--- src/design/rv_pkg.sv ---
package rv_pkg;

    localparam int XLEN = 32;

    localparam logic [6:0] OP_LUI    = 7'b0110111;
    localparam logic [6:0] OP_JAL    = 7'b1101111;
    localparam logic [6:0] OP_BRANCH = 7'b1100011;
    localparam logic [6:0] OP_LOAD   = 7'b0000011;
    localparam logic [6:0] OP_STORE  = 7'b0100011;
    localparam logic [6:0] OP_IMM    = 7'b0010011;
    localparam logic [6:0] OP_REG    = 7'b0110011;

    // alu funct3 codes
    localparam logic [2:0] F3_ADD = 3'b000;
    localparam logic [2:0] F3_SLL = 3'b001;
    localparam logic [2:0] F3_SLT = 3'b010;
    localparam logic [2:0] F3_XOR = 3'b100;
    localparam logic [2:0] F3_SRL = 3'b101;
    localparam logic [2:0] F3_OR  = 3'b110;
    localparam logic [2:0] F3_AND = 3'b111;

    // load/store width codes
    localparam logic [2:0] F3_BYTE   = 3'b000;
    localparam logic [2:0] F3_WORD   = 3'b010;
    localparam logic [2:0] F3_BYTE_U = 3'b100;

    typedef enum logic [3:0] {
        ALU_ADD,
        ALU_SUB,
        ALU_AND,
        ALU_OR,
        ALU_XOR,
        ALU_SLT,
        ALU_SLL,
        ALU_SRL,
        ALU_PASS_B
    } alu_op_t;

    typedef enum logic [2:0] {
        ST_FETCH,
        ST_DECODE,
        ST_EXECUTE,
        ST_MEMORY,
        ST_WRITE
    } stage_t;

    typedef enum logic [1:0] {
        RES_ALU,
        RES_MEM,
        RES_PC_P4
    } res_src_t;

    typedef struct packed {
        logic [XLEN-1:0] pc;
        logic [XLEN-1:0] pc_p4;
        logic [4:0]      rd;
        logic [XLEN-1:0] imm;
        alu_op_t         alu_op;
        logic            op2_imm;
        logic            reg_write;
        logic            mem_read;
        logic            mem_write;
        res_src_t        res_src;
        logic            branch;
        logic            branch_ne;
        logic            jump;
        logic [2:0]      funct3;
    } dec_ctrl_t;

    typedef struct packed {
        logic [XLEN-1:0] alu_result;
        logic [XLEN-1:0] rs2_val;
        logic [4:0]      rd;
        logic [XLEN-1:0] pc_p4;
        logic            reg_write;
        logic            mem_read;
        logic            mem_write;
        res_src_t        res_src;
        logic [2:0]      funct3;
    } exec_res_t;

    typedef struct packed {
        logic [4:0]      rd;
        logic            reg_write;
        logic [XLEN-1:0] data;
    } wb_res_t;

endpackage

--- src/design/rv_fetch.sv ---
`timescale 1ns/10ps

module rv_fetch
    import rv_pkg::*;
#(
    parameter logic [31:0] RESET_ADDR = 32'h0000_0000
)
(
    input  logic            i_clk,
    input  logic            i_reset_n,
    input  logic            i_update,
    input  logic            i_pc_sel,
    input  logic [XLEN-1:0] i_pc_target,
    output logic [XLEN-1:0] o_pc,
    output logic [XLEN-1:0] o_pc_p4
);

    logic [XLEN-1:0] pc;

    assign o_pc    = pc;
    assign o_pc_p4 = pc + 32'd4;

    // pc moves once per instruction, in the write stage
    always_ff @(posedge i_clk)
    begin
        if (!i_reset_n)
        begin
            pc <= RESET_ADDR;
        end
        else if (i_update)
        begin
            if (i_pc_sel)
            begin
                pc <= i_pc_target;
            end
            else
            begin
                pc <= o_pc_p4;
            end
        end
    end

endmodule

--- src/design/rv_decode.sv ---
`timescale 1ns/10ps

module rv_decode
    import rv_pkg::*;
(
    input  logic            i_clk,
    input  logic            i_reset_n,
    input  logic            i_fetch_en,
    input  logic            i_decode_en,
    input  logic [XLEN-1:0] i_inst,
    input  logic [XLEN-1:0] i_pc,
    input  logic [XLEN-1:0] i_pc_p4,
    output logic [4:0]      o_rs1,
    output logic [4:0]      o_rs2,
    output dec_ctrl_t       o_ctrl
);

    logic [XLEN-1:0] inst;
    logic [XLEN-1:0] pc;
    logic [XLEN-1:0] pc_p4;
    logic [6:0]      opcode;
    logic [2:0]      funct3;
    logic [6:0]      funct7;
    logic [XLEN-1:0] imm_i;
    logic [XLEN-1:0] imm_s;
    logic [XLEN-1:0] imm_b;
    logic [XLEN-1:0] imm_u;
    logic [XLEN-1:0] imm_j;
    dec_ctrl_t       ctrl_next;

    function automatic alu_op_t alu_sel(input logic [2:0] f3, input logic sub);
        case (f3)
            F3_ADD:  return sub ? ALU_SUB : ALU_ADD;
            F3_SLL:  return ALU_SLL;
            F3_SLT:  return ALU_SLT;
            F3_XOR:  return ALU_XOR;
            F3_SRL:  return ALU_SRL;
            F3_OR:   return ALU_OR;
            F3_AND:  return ALU_AND;
            default: return ALU_ADD;
        endcase
    endfunction

    always_ff @(posedge i_clk)
    begin
        if (i_fetch_en)
        begin
            inst  <= i_inst;
            pc    <= i_pc;
            pc_p4 <= i_pc_p4;
        end
    end

    assign opcode = inst[6:0];
    assign funct3 = inst[14:12];
    assign funct7 = inst[31:25];
    assign o_rs1  = inst[19:15];
    assign o_rs2  = inst[24:20];

    assign imm_i = {{20{inst[31]}}, inst[31:20]};
    assign imm_s = {{20{inst[31]}}, inst[31:25], inst[11:7]};
    assign imm_b = {{19{inst[31]}}, inst[31], inst[7], inst[30:25], inst[11:8], 1'b0};
    assign imm_u = {inst[31:12], 12'b0};
    assign imm_j = {{11{inst[31]}}, inst[31], inst[19:12], inst[20], inst[30:21], 1'b0};

    always_comb
    begin
        ctrl_next         = '0;
        ctrl_next.pc      = pc;
        ctrl_next.pc_p4   = pc_p4;
        ctrl_next.rd      = inst[11:7];
        ctrl_next.funct3  = funct3;
        ctrl_next.alu_op  = ALU_ADD;
        ctrl_next.res_src = RES_ALU;
        case (opcode)
            OP_LUI:
            begin
                ctrl_next.imm       = imm_u;
                ctrl_next.alu_op    = ALU_PASS_B;
                ctrl_next.op2_imm   = 1'b1;
                ctrl_next.reg_write = 1'b1;
            end
            OP_JAL:
            begin
                ctrl_next.imm       = imm_j;
                ctrl_next.jump      = 1'b1;
                ctrl_next.reg_write = 1'b1;
                ctrl_next.res_src   = RES_PC_P4;
            end
            OP_BRANCH:
            begin
                ctrl_next.imm       = imm_b;
                ctrl_next.branch    = 1'b1;
                ctrl_next.branch_ne = funct3[0];
            end
            OP_LOAD:
            begin
                ctrl_next.imm       = imm_i;
                ctrl_next.op2_imm   = 1'b1;
                ctrl_next.mem_read  = 1'b1;
                ctrl_next.reg_write = 1'b1;
                ctrl_next.res_src   = RES_MEM;
            end
            OP_STORE:
            begin
                ctrl_next.imm       = imm_s;
                ctrl_next.op2_imm   = 1'b1;
                ctrl_next.mem_write = 1'b1;
            end
            OP_IMM:
            begin
                ctrl_next.imm       = imm_i;
                ctrl_next.op2_imm   = 1'b1;
                ctrl_next.reg_write = 1'b1;
                ctrl_next.alu_op    = alu_sel(funct3, 1'b0);
            end
            OP_REG:
            begin
                ctrl_next.reg_write = 1'b1;
                ctrl_next.alu_op    = alu_sel(funct3, funct7[5]);
            end
            // anything else passes through as a nop
            default:
            begin
                ctrl_next.reg_write = 1'b0;
            end
        endcase
    end

    always_ff @(posedge i_clk)
    begin
        if (!i_reset_n)
        begin
            o_ctrl <= '0;
        end
        else if (i_decode_en)
        begin
            o_ctrl <= ctrl_next;
        end
    end

endmodule

--- src/design/rv_regfile.sv ---
`timescale 1ns/10ps

module rv_regfile
    import rv_pkg::*;
(
    input  logic            i_clk,
    input  logic [4:0]      i_rs1,
    input  logic [4:0]      i_rs2,
    output logic [XLEN-1:0] o_rs1_val,
    output logic [XLEN-1:0] o_rs2_val,
    input  wb_res_t         i_wb,
    input  logic            i_write_en
);

    // x0 has no storage
    logic [XLEN-1:0] regs [31:1];

    assign o_rs1_val = (i_rs1 != 5'd0) ? regs[i_rs1] : '0;
    assign o_rs2_val = (i_rs2 != 5'd0) ? regs[i_rs2] : '0;

    always_ff @(posedge i_clk)
    begin
        if (i_write_en && i_wb.reg_write && (i_wb.rd != 5'd0))
        begin
            regs[i_wb.rd] <= i_wb.data;
        end
    end

endmodule

--- src/design/rv_exec.sv ---
`timescale 1ns/10ps

module rv_exec
    import rv_pkg::*;
(
    input  logic            i_clk,
    input  logic            i_exec_en,
    input  dec_ctrl_t       i_ctrl,
    input  logic [XLEN-1:0] i_rs1_val,
    input  logic [XLEN-1:0] i_rs2_val,
    output exec_res_t       o_res,
    output logic            o_pc_sel,
    output logic [XLEN-1:0] o_pc_target
);

    logic [XLEN-1:0] op_b;
    logic [XLEN-1:0] alu_out;
    logic            equal;
    logic            take;

    assign op_b = i_ctrl.op2_imm ? i_ctrl.imm : i_rs2_val;

    always_comb
    begin
        case (i_ctrl.alu_op)
            ALU_ADD:    alu_out = i_rs1_val + op_b;
            ALU_SUB:    alu_out = i_rs1_val - op_b;
            ALU_AND:    alu_out = i_rs1_val & op_b;
            ALU_OR:     alu_out = i_rs1_val | op_b;
            ALU_XOR:    alu_out = i_rs1_val ^ op_b;
            ALU_SLT:    alu_out = {31'b0, $signed(i_rs1_val) < $signed(op_b)};
            ALU_SLL:    alu_out = i_rs1_val << op_b[4:0];
            ALU_SRL:    alu_out = i_rs1_val >> op_b[4:0];
            ALU_PASS_B: alu_out = op_b;
            default:    alu_out = '0;
        endcase
    end

    // beq and bne only differ in the sense of the compare
    assign equal = (i_rs1_val == i_rs2_val);
    assign take  = i_ctrl.jump | (i_ctrl.branch & (equal ^ i_ctrl.branch_ne));

    always_ff @(posedge i_clk)
    begin
        if (i_exec_en)
        begin
            o_res.alu_result <= alu_out;
            o_res.rs2_val    <= i_rs2_val;
            o_res.rd         <= i_ctrl.rd;
            o_res.pc_p4      <= i_ctrl.pc_p4;
            o_res.reg_write  <= i_ctrl.reg_write;
            o_res.mem_read   <= i_ctrl.mem_read;
            o_res.mem_write  <= i_ctrl.mem_write;
            o_res.res_src    <= i_ctrl.res_src;
            o_res.funct3     <= i_ctrl.funct3;
            o_pc_sel         <= take;
            o_pc_target      <= i_ctrl.pc + i_ctrl.imm;
        end
    end

endmodule

--- src/design/rv_lsu.sv ---
`timescale 1ns/10ps

module rv_lsu
    import rv_pkg::*;
(
    input  logic            i_clk,
    input  logic            i_reset_n,
    input  logic            i_mem_en,
    input  exec_res_t       i_res,
    output logic            o_mem_done,
    output wb_res_t         o_wb,
    output logic [XLEN-1:0] o_wb_adr,
    output logic [XLEN-1:0] o_wb_dat,
    input  logic [XLEN-1:0] i_wb_dat,
    output logic            o_wb_we,
    output logic [3:0]      o_wb_sel,
    output logic            o_wb_stb,
    input  logic            i_wb_ack,
    output logic            o_wb_cyc
);

    logic            access;
    logic [7:0]      load_byte;
    logic [XLEN-1:0] load_data;
    logic [XLEN-1:0] result;
    wb_res_t         wb_reg;

    assign access = i_res.mem_read | i_res.mem_write;

    // held by the sequencer in the memory stage until ack
    assign o_wb_stb   = i_mem_en & access;
    assign o_wb_cyc   = i_mem_en & access;
    assign o_wb_we    = i_mem_en & i_res.mem_write;
    assign o_wb_adr   = i_res.alu_result;
    assign o_mem_done = i_mem_en & (access ? i_wb_ack : 1'b1);

    always_comb
    begin
        if (i_res.funct3 == F3_BYTE)
        begin
            o_wb_dat = {4{i_res.rs2_val[7:0]}};
            o_wb_sel = 4'b0001 << i_res.alu_result[1:0];
        end
        else
        begin
            o_wb_dat = i_res.rs2_val;
            o_wb_sel = 4'b1111;
        end
    end

    // lbu picks its lane, anything else is a full word
    assign load_byte = i_wb_dat[8*i_res.alu_result[1:0] +: 8];
    assign load_data = (i_res.funct3 == F3_BYTE_U) ? {24'b0, load_byte} : i_wb_dat;

    always_comb
    begin
        case (i_res.res_src)
            RES_MEM:   result = load_data;
            RES_PC_P4: result = i_res.pc_p4;
            default:   result = i_res.alu_result;
        endcase
    end

    always_ff @(posedge i_clk)
    begin
        if (!i_reset_n)
        begin
            wb_reg.rd        <= 5'd0;
            wb_reg.reg_write <= 1'b0;
        end
        else if (o_mem_done)
        begin
            wb_reg.rd        <= i_res.rd;
            wb_reg.reg_write <= i_res.reg_write;
        end
    end

    always_ff @(posedge i_clk)
    begin
        if (o_mem_done)
        begin
            wb_reg.data <= result;
        end
    end

    assign o_wb = wb_reg;

endmodule

--- src/design/rv_stage_ctrl.sv ---
`timescale 1ns/10ps

module rv_stage_ctrl
    import rv_pkg::*;
(
    input  logic   i_clk,
    input  logic   i_reset_n,
    input  logic   i_mem_done,
    output stage_t o_stage,
    output logic   o_fetch_en,
    output logic   o_decode_en,
    output logic   o_exec_en,
    output logic   o_mem_en,
    output logic   o_write_en
);

    stage_t stage;
    stage_t stage_next;

    always_comb
    begin
        case (stage)
            ST_FETCH:   stage_next = ST_DECODE;
            ST_DECODE:  stage_next = ST_EXECUTE;
            ST_EXECUTE: stage_next = ST_MEMORY;
            // stay here while the bus withholds ack
            ST_MEMORY:  stage_next = i_mem_done ? ST_WRITE : ST_MEMORY;
            ST_WRITE:   stage_next = ST_FETCH;
            default:    stage_next = ST_FETCH;
        endcase
    end

    always_ff @(posedge i_clk)
    begin
        if (!i_reset_n)
        begin
            stage <= ST_FETCH;
        end
        else
        begin
            stage <= stage_next;
        end
    end

    assign o_stage     = stage;
    assign o_fetch_en  = (stage == ST_FETCH);
    assign o_decode_en = (stage == ST_DECODE);
    assign o_exec_en   = (stage == ST_EXECUTE);
    assign o_mem_en    = (stage == ST_MEMORY);
    assign o_write_en  = (stage == ST_WRITE);

endmodule

--- src/design/rv_core.sv ---
`timescale 1ns/10ps

module rv_core
    import rv_pkg::*;
#(
    parameter logic [31:0] RESET_ADDR = 32'h0000_0000
)
(
    input  logic            i_clk,
    input  logic            i_reset_n,
    output logic [XLEN-1:0] o_inst_addr,
    input  logic [XLEN-1:0] i_inst,
    output logic [XLEN-1:0] o_wb_adr,
    output logic [XLEN-1:0] o_wb_dat,
    input  logic [XLEN-1:0] i_wb_dat,
    output logic            o_wb_we,
    output logic [3:0]      o_wb_sel,
    output logic            o_wb_stb,
    input  logic            i_wb_ack,
    output logic            o_wb_cyc
);

    stage_t          stage;
    logic            fetch_en;
    logic            decode_en;
    logic            exec_en;
    logic            mem_en;
    logic            write_en;
    logic            mem_done;
    logic [XLEN-1:0] pc_p4;
    logic [4:0]      rs1;
    logic [4:0]      rs2;
    logic [XLEN-1:0] rs1_val;
    logic [XLEN-1:0] rs2_val;
    dec_ctrl_t       dec_ctrl;
    exec_res_t       exec_res;
    wb_res_t         wb_res;
    logic            pc_sel;
    logic [XLEN-1:0] pc_target;

    rv_stage_ctrl u_stage_ctrl (
        .i_clk       (i_clk),
        .i_reset_n   (i_reset_n),
        .i_mem_done  (mem_done),
        .o_stage     (stage),
        .o_fetch_en  (fetch_en),
        .o_decode_en (decode_en),
        .o_exec_en   (exec_en),
        .o_mem_en    (mem_en),
        .o_write_en  (write_en)
    );

    rv_fetch #(
        .RESET_ADDR (RESET_ADDR)
    ) u_fetch (
        .i_clk       (i_clk),
        .i_reset_n   (i_reset_n),
        .i_update    (write_en),
        .i_pc_sel    (pc_sel),
        .i_pc_target (pc_target),
        .o_pc        (o_inst_addr),
        .o_pc_p4     (pc_p4)
    );

    rv_decode u_decode (
        .i_clk       (i_clk),
        .i_reset_n   (i_reset_n),
        .i_fetch_en  (fetch_en),
        .i_decode_en (decode_en),
        .i_inst      (i_inst),
        .i_pc        (o_inst_addr),
        .i_pc_p4     (pc_p4),
        .o_rs1       (rs1),
        .o_rs2       (rs2),
        .o_ctrl      (dec_ctrl)
    );

    rv_regfile u_regfile (
        .i_clk      (i_clk),
        .i_rs1      (rs1),
        .i_rs2      (rs2),
        .o_rs1_val  (rs1_val),
        .o_rs2_val  (rs2_val),
        .i_wb       (wb_res),
        .i_write_en (write_en)
    );

    rv_exec u_exec (
        .i_clk       (i_clk),
        .i_exec_en   (exec_en),
        .i_ctrl      (dec_ctrl),
        .i_rs1_val   (rs1_val),
        .i_rs2_val   (rs2_val),
        .o_res       (exec_res),
        .o_pc_sel    (pc_sel),
        .o_pc_target (pc_target)
    );

    rv_lsu u_lsu (
        .i_clk      (i_clk),
        .i_reset_n  (i_reset_n),
        .i_mem_en   (mem_en),
        .i_res      (exec_res),
        .o_mem_done (mem_done),
        .o_wb       (wb_res),
        .o_wb_adr   (o_wb_adr),
        .o_wb_dat   (o_wb_dat),
        .i_wb_dat   (i_wb_dat),
        .o_wb_we    (o_wb_we),
        .o_wb_sel   (o_wb_sel),
        .o_wb_stb   (o_wb_stb),
        .i_wb_ack   (i_wb_ack),
        .o_wb_cyc   (o_wb_cyc)
    );

endmodule

--- config.mk ---
export PLATFORM = sky130hd
export DESIGN_NAME = rv_core
export DESIGN_NICKNAME = d
export VERILOG_FILES = /design/src/design/rv_pkg.sv /design/src/design/rv_fetch.sv /design/src/design/rv_decode.sv /design/src/design/rv_regfile.sv /design/src/design/rv_exec.sv /design/src/design/rv_lsu.sv /design/src/design/rv_stage_ctrl.sv /design/src/design/rv_core.sv
export SDC_FILE = /design/constraint.sdc
export NUM_CORES = 2
export LEC_CHECK = 0
export ABC_AREA = 1
export BUFFER_PORTS_ARGS = -buffer_cell sky130_fd_sc_hd__buf_2
export CAP_MARGIN = 20
export CORE_UTILIZATION = 45
export CTS_BUF_LIST = sky130_fd_sc_hd__clkbuf_16
export CTS_CLUSTER_SIZE = 30
export DETAILED_ROUTE_END_ITERATION = 16
export SLEW_MARGIN = 10
export SYNTH_ARGS = -nofsm -noshare
export SYNTH_HDL_FRONTEND = slang
export SYNTH_SLANG_ARGS = --single-unit
--- constraint.sdc ---
create_clock -name i_clk -period 8 [get_ports i_clk]
set_input_delay 0.8 -clock i_clk [delete_from_list [all_inputs] [get_ports i_clk]]
set_output_delay 0.8 -clock i_clk [all_outputs]
set_load 0.01 [all_outputs]
==> flow_summary.yaml <==
status:
  status: "completed"
route:
  wl_per_cell_um: 28.40
  routed_wl_um: 327900
  dr.pass1.iters: 6
  postRouteAntennaNets: 0
  via_per_inst: 6.152
  drc: 0
  vias: 71025
  drt_iter0_drc: 10322
power_and_ir_drop:
  p_leak_nw: 34.09
  ir_drop_uv: 337.2
  p_per_area_nw_per_um2: 432.5
hold_path:
  min_path_cells: 1
  hold_end: "u_decode.inst[29]"
  hold_class: "in2reg"
  min_from: "i_inst[29]"
die:
  start_util_pct: 45.30
  dieArea_sq_um: 174500
  num_rows: 152
  core-area_sq_um: 171700
  chipHeight_um: 417.8
  io_pins: 170
  die_w_um: 417.8
layout:
  final_common_cell: "nand2_1"
  seqCellArea_sq_um: 41140
  multi_input_area_sq_um: 31760
  design_area_sq_um: 85320
  nNetsFinal: 9297
  layout.cells.non_filler: 11545
  fill_cells: 16145
  area_growth_pct: 9.674
  layout-drive-gt1-share_pct: 7.509
  final_cell_mix: "nand2_1 (2,822), nand3_1 (1,839), edfxtp_1 (1,259)"
global_routing:
  antenna_found_initial: 16
  grt_util_all_layers_pct: 36.71
  grt_pass1_wl_um: 464400
  grt_pass1_vias: 65461
  grt_max_degree: 242
  overflow: 0
sta:
  worst_pin_slew_ps: 1449
  rsz0062_at_grt: "no"
  maxSlewViolCount: 0
  min_period_over_period_pct: 90.02
  setup_viol: 0
  timing.final.ws_setup_ps: 798.1
  skew_ps: 31.34
  period_needed_ps: 7202
  hold_viol_final: 0
  finalSetupTns_ps: 0
  max_freq_mhz: 138.9
  maxSlewHeadroom_pct: 3.415
synthesis:
  ys_async_sr_fraction_pct: 0
  synth_top_area_share_pct: 48.60
  synthDistinctLibCells: 57
  ys_ff_latch: 1424
  synth_area_leaders: "edfxtp_1 (49%), nand2_1 (14%), nand3_1 (12%)"
  yosysSeqAreaShare_pct: 52.84
  synth_edf_count: 1259
  syn_inst: 9209
  yosys_warnings: 0
  synth_nets: 9411
  netlist_area_sq_um: 77790
  synth-main-ff-cell: "edfxtp_1"
  syn_avg_cell_area_sq_um: 8.448
  yosysTopAreaCell: "edfxtp_1"
clock_network:
  cts_inserted_buffers: 158
  path_clk_slew_ps: 60
  post_cts_buffers: 0
  ctsHoldBuffers: 0
  root_buffer: "clkbuf_16"
  cts_max_path_buffers: 3
  cts_tree: "built"
  htreeDepth: 4
  clock_latency_ps: 840
  cts.sink_count: 1424
  postCtsResizedCells: 0
flow_run:
  max_cap_violations: 0
place:
  dp_hpwl_um: 209900
  place_congestion: 1.036
  dpl_cell_area_sq_um: 80250
  dp.cells: 11236
  port_buffers: 169
  pre_cts_ws_ps: 1219
critical_path:
  critPathArrivalTime_ps: 7660
  critPathCaptureType: "flip-flop"
  r2r_cells: 21
  worstPathRequired_ps: 8460
  critPathMaxFanout: 220
  reg2reg_to: "u_exec.o_res[90]"
  worst-setup-path-type: "reg2reg"
  start_kind: "flip-flop"
  ff2ff_setup_slack_ps: 800
per-layer routing:
metal	wire [um]	GRT usage [%]	up-vias
met4	17170	17.59	8
met3	36500	7.959	780
met1	134700	51.61	34290
met5	49	0	-
li1	-	-	31358
met2	139400	53.63	4589
logic make-up (layout without fill, tap and decap cells):
| family | count (synthesis) | after routing | synth area share, % |
|---|---|---|---|
| and+or+nand+nor | 5361 | 5361 | 29.21 |
| xor gates and xnor gates | 73 | 73 | 0.8219 |
| buffers and inverters | 1109 | 1129 | 6.737 |
| AOI/OAI and AO/OA | 1107 | 1107 | 8.185 |
| adders and majority gates | 135 | 135 | 2.200 |
| DFF | 1424 | 1424 | 52.84 |
| other | 0 | 6 | 0 |
flip-flops by register name, indices dropped and copies added (netlist names), named ones only:
signal,cells
u_regfile.regs,992
u_decode.o_ctrl,114
u_exec.o_res,108
u_lsu.o_wb,38
u_decode.inst,32
u_decode.pc_p4,32
u_exec.o_pc_target,32
u_fetch.o_pc,32
u_decode.pc,30
u_stage_ctrl.o_stage,3
u_exec.o_pc_sel,1
critical path: stages (launching register included):
cell and delay, ps:
dfxtp_4 600, inv_16 270, buf_4 470, o21ai_0 210, o22ai_1 90, o21ai_0 430
nand3_1 160, nand3_1 190, nand2_1 70, o21ai_0 270, inv_1 100, ha_1 460
nor2_1 290, inv_1 140, nor3_1 280, a21oi_1 150, o21ai_0 830, a21oi_1 120
o21ai_0 160, o2111ai_1 630, nor2_1 280, nand3_1 350
through the flow:
stage | hold slack (ps) | total power [mW] | utilization [%]
after floorplan | 403.0 | 21.70 | -
after global placement | 412.2 | 29.37 | 46.68
after detailed placement | 412.6 | 29.25 | 46.73
after CTS | 96.36 | 36.20 | 49.56
after global routing | 120.1 | 38.52 | 49.67
final | 138.0 | 36.90 | 49.68
worst max path at each step:
stage,cells past startpoint,from,slack [ps],end
floorplan,3,u_stage_ctrl.o_stage[2],1030,u_exec.o_pc_sel
global placement,22,flip-flop,1100,u_exec.o_res[90]
detailed placement,22,flip-flop,1220,u_exec.o_res[90]
CTS,22,flip-flop,1190,u_exec.o_res[90]
global route,23,flip-flop,610,u_exec.o_res[90]
finish,21,flip-flop,800,u_exec.o_res[90]
Yosys cell counts, types with 4 or more instances:
| master | instances |
|---|---|
| nand2_1 | 2825 |
| nand3_1 | 1842 |
| edfxtp_1 | 1259 |
| nor2_1 | 563 |
| inv_1 | 442 |
| o21ai_0 | 432 |
| a21oi_1 | 315 |
| buf_2 | 271 |
| clkbuf_1 | 173 |
| dfxtp_1 | 165 |
| o211ai_1 | 140 |
| ha_1 | 132 |
| buf_4 | 117 |
| xor2_1 | 59 |
| buf_1 | 54 |
| nor3_1 | 45 |
| nand4_1 | 44 |
| buf_6 | 39 |
| o21ai_1 | 38 |
| a22oi_1 | 32 |
| a31oi_1 | 24 |
| o22ai_1 | 24 |
| a221oi_1 | 21 |
| a21o_1 | 16 |
| xnor2_1 | 14 |
| o21a_1 | 13 |
| nor4_1 | 9 |
| or2_2 | 9 |
| a211oi_1 | 7 |
| nor2_2 | 7 |
| o2111ai_1 | 7 |
| o21bai_1 | 7 |
| inv_2 | 6 |
| nand3b_1 | 6 |
| a21boi_0 | 5 |
| a22o_1 | 5 |
| clkinv_1 | 5 |
| o221ai_1 | 4 |
area by class of cell:
| type | instances | area share, % |
|---|---|---|
| flip-flops and latches | 1424 | 48.22 |
| multi-input cells | 6676 | 37.23 |
| clock buffers | 159 | 4.663 |
| well taps | 2310 | 3.388 |
| repair buffers | 380 | 3.368 |
| inverters | 455 | 2.078 |
| clock inverters | 135 | 1.041 |
| diodes | 6 | 0.01760 |
power by group:
group	switching (mW)	leakage [nW]	internal [mW]
clock	3.17	2.55	3.79
sequential	0.575	12.8	8.76
combinational	15.3	18.7	5.29
No activity file was read; power rests on OpenSTA's default activity.
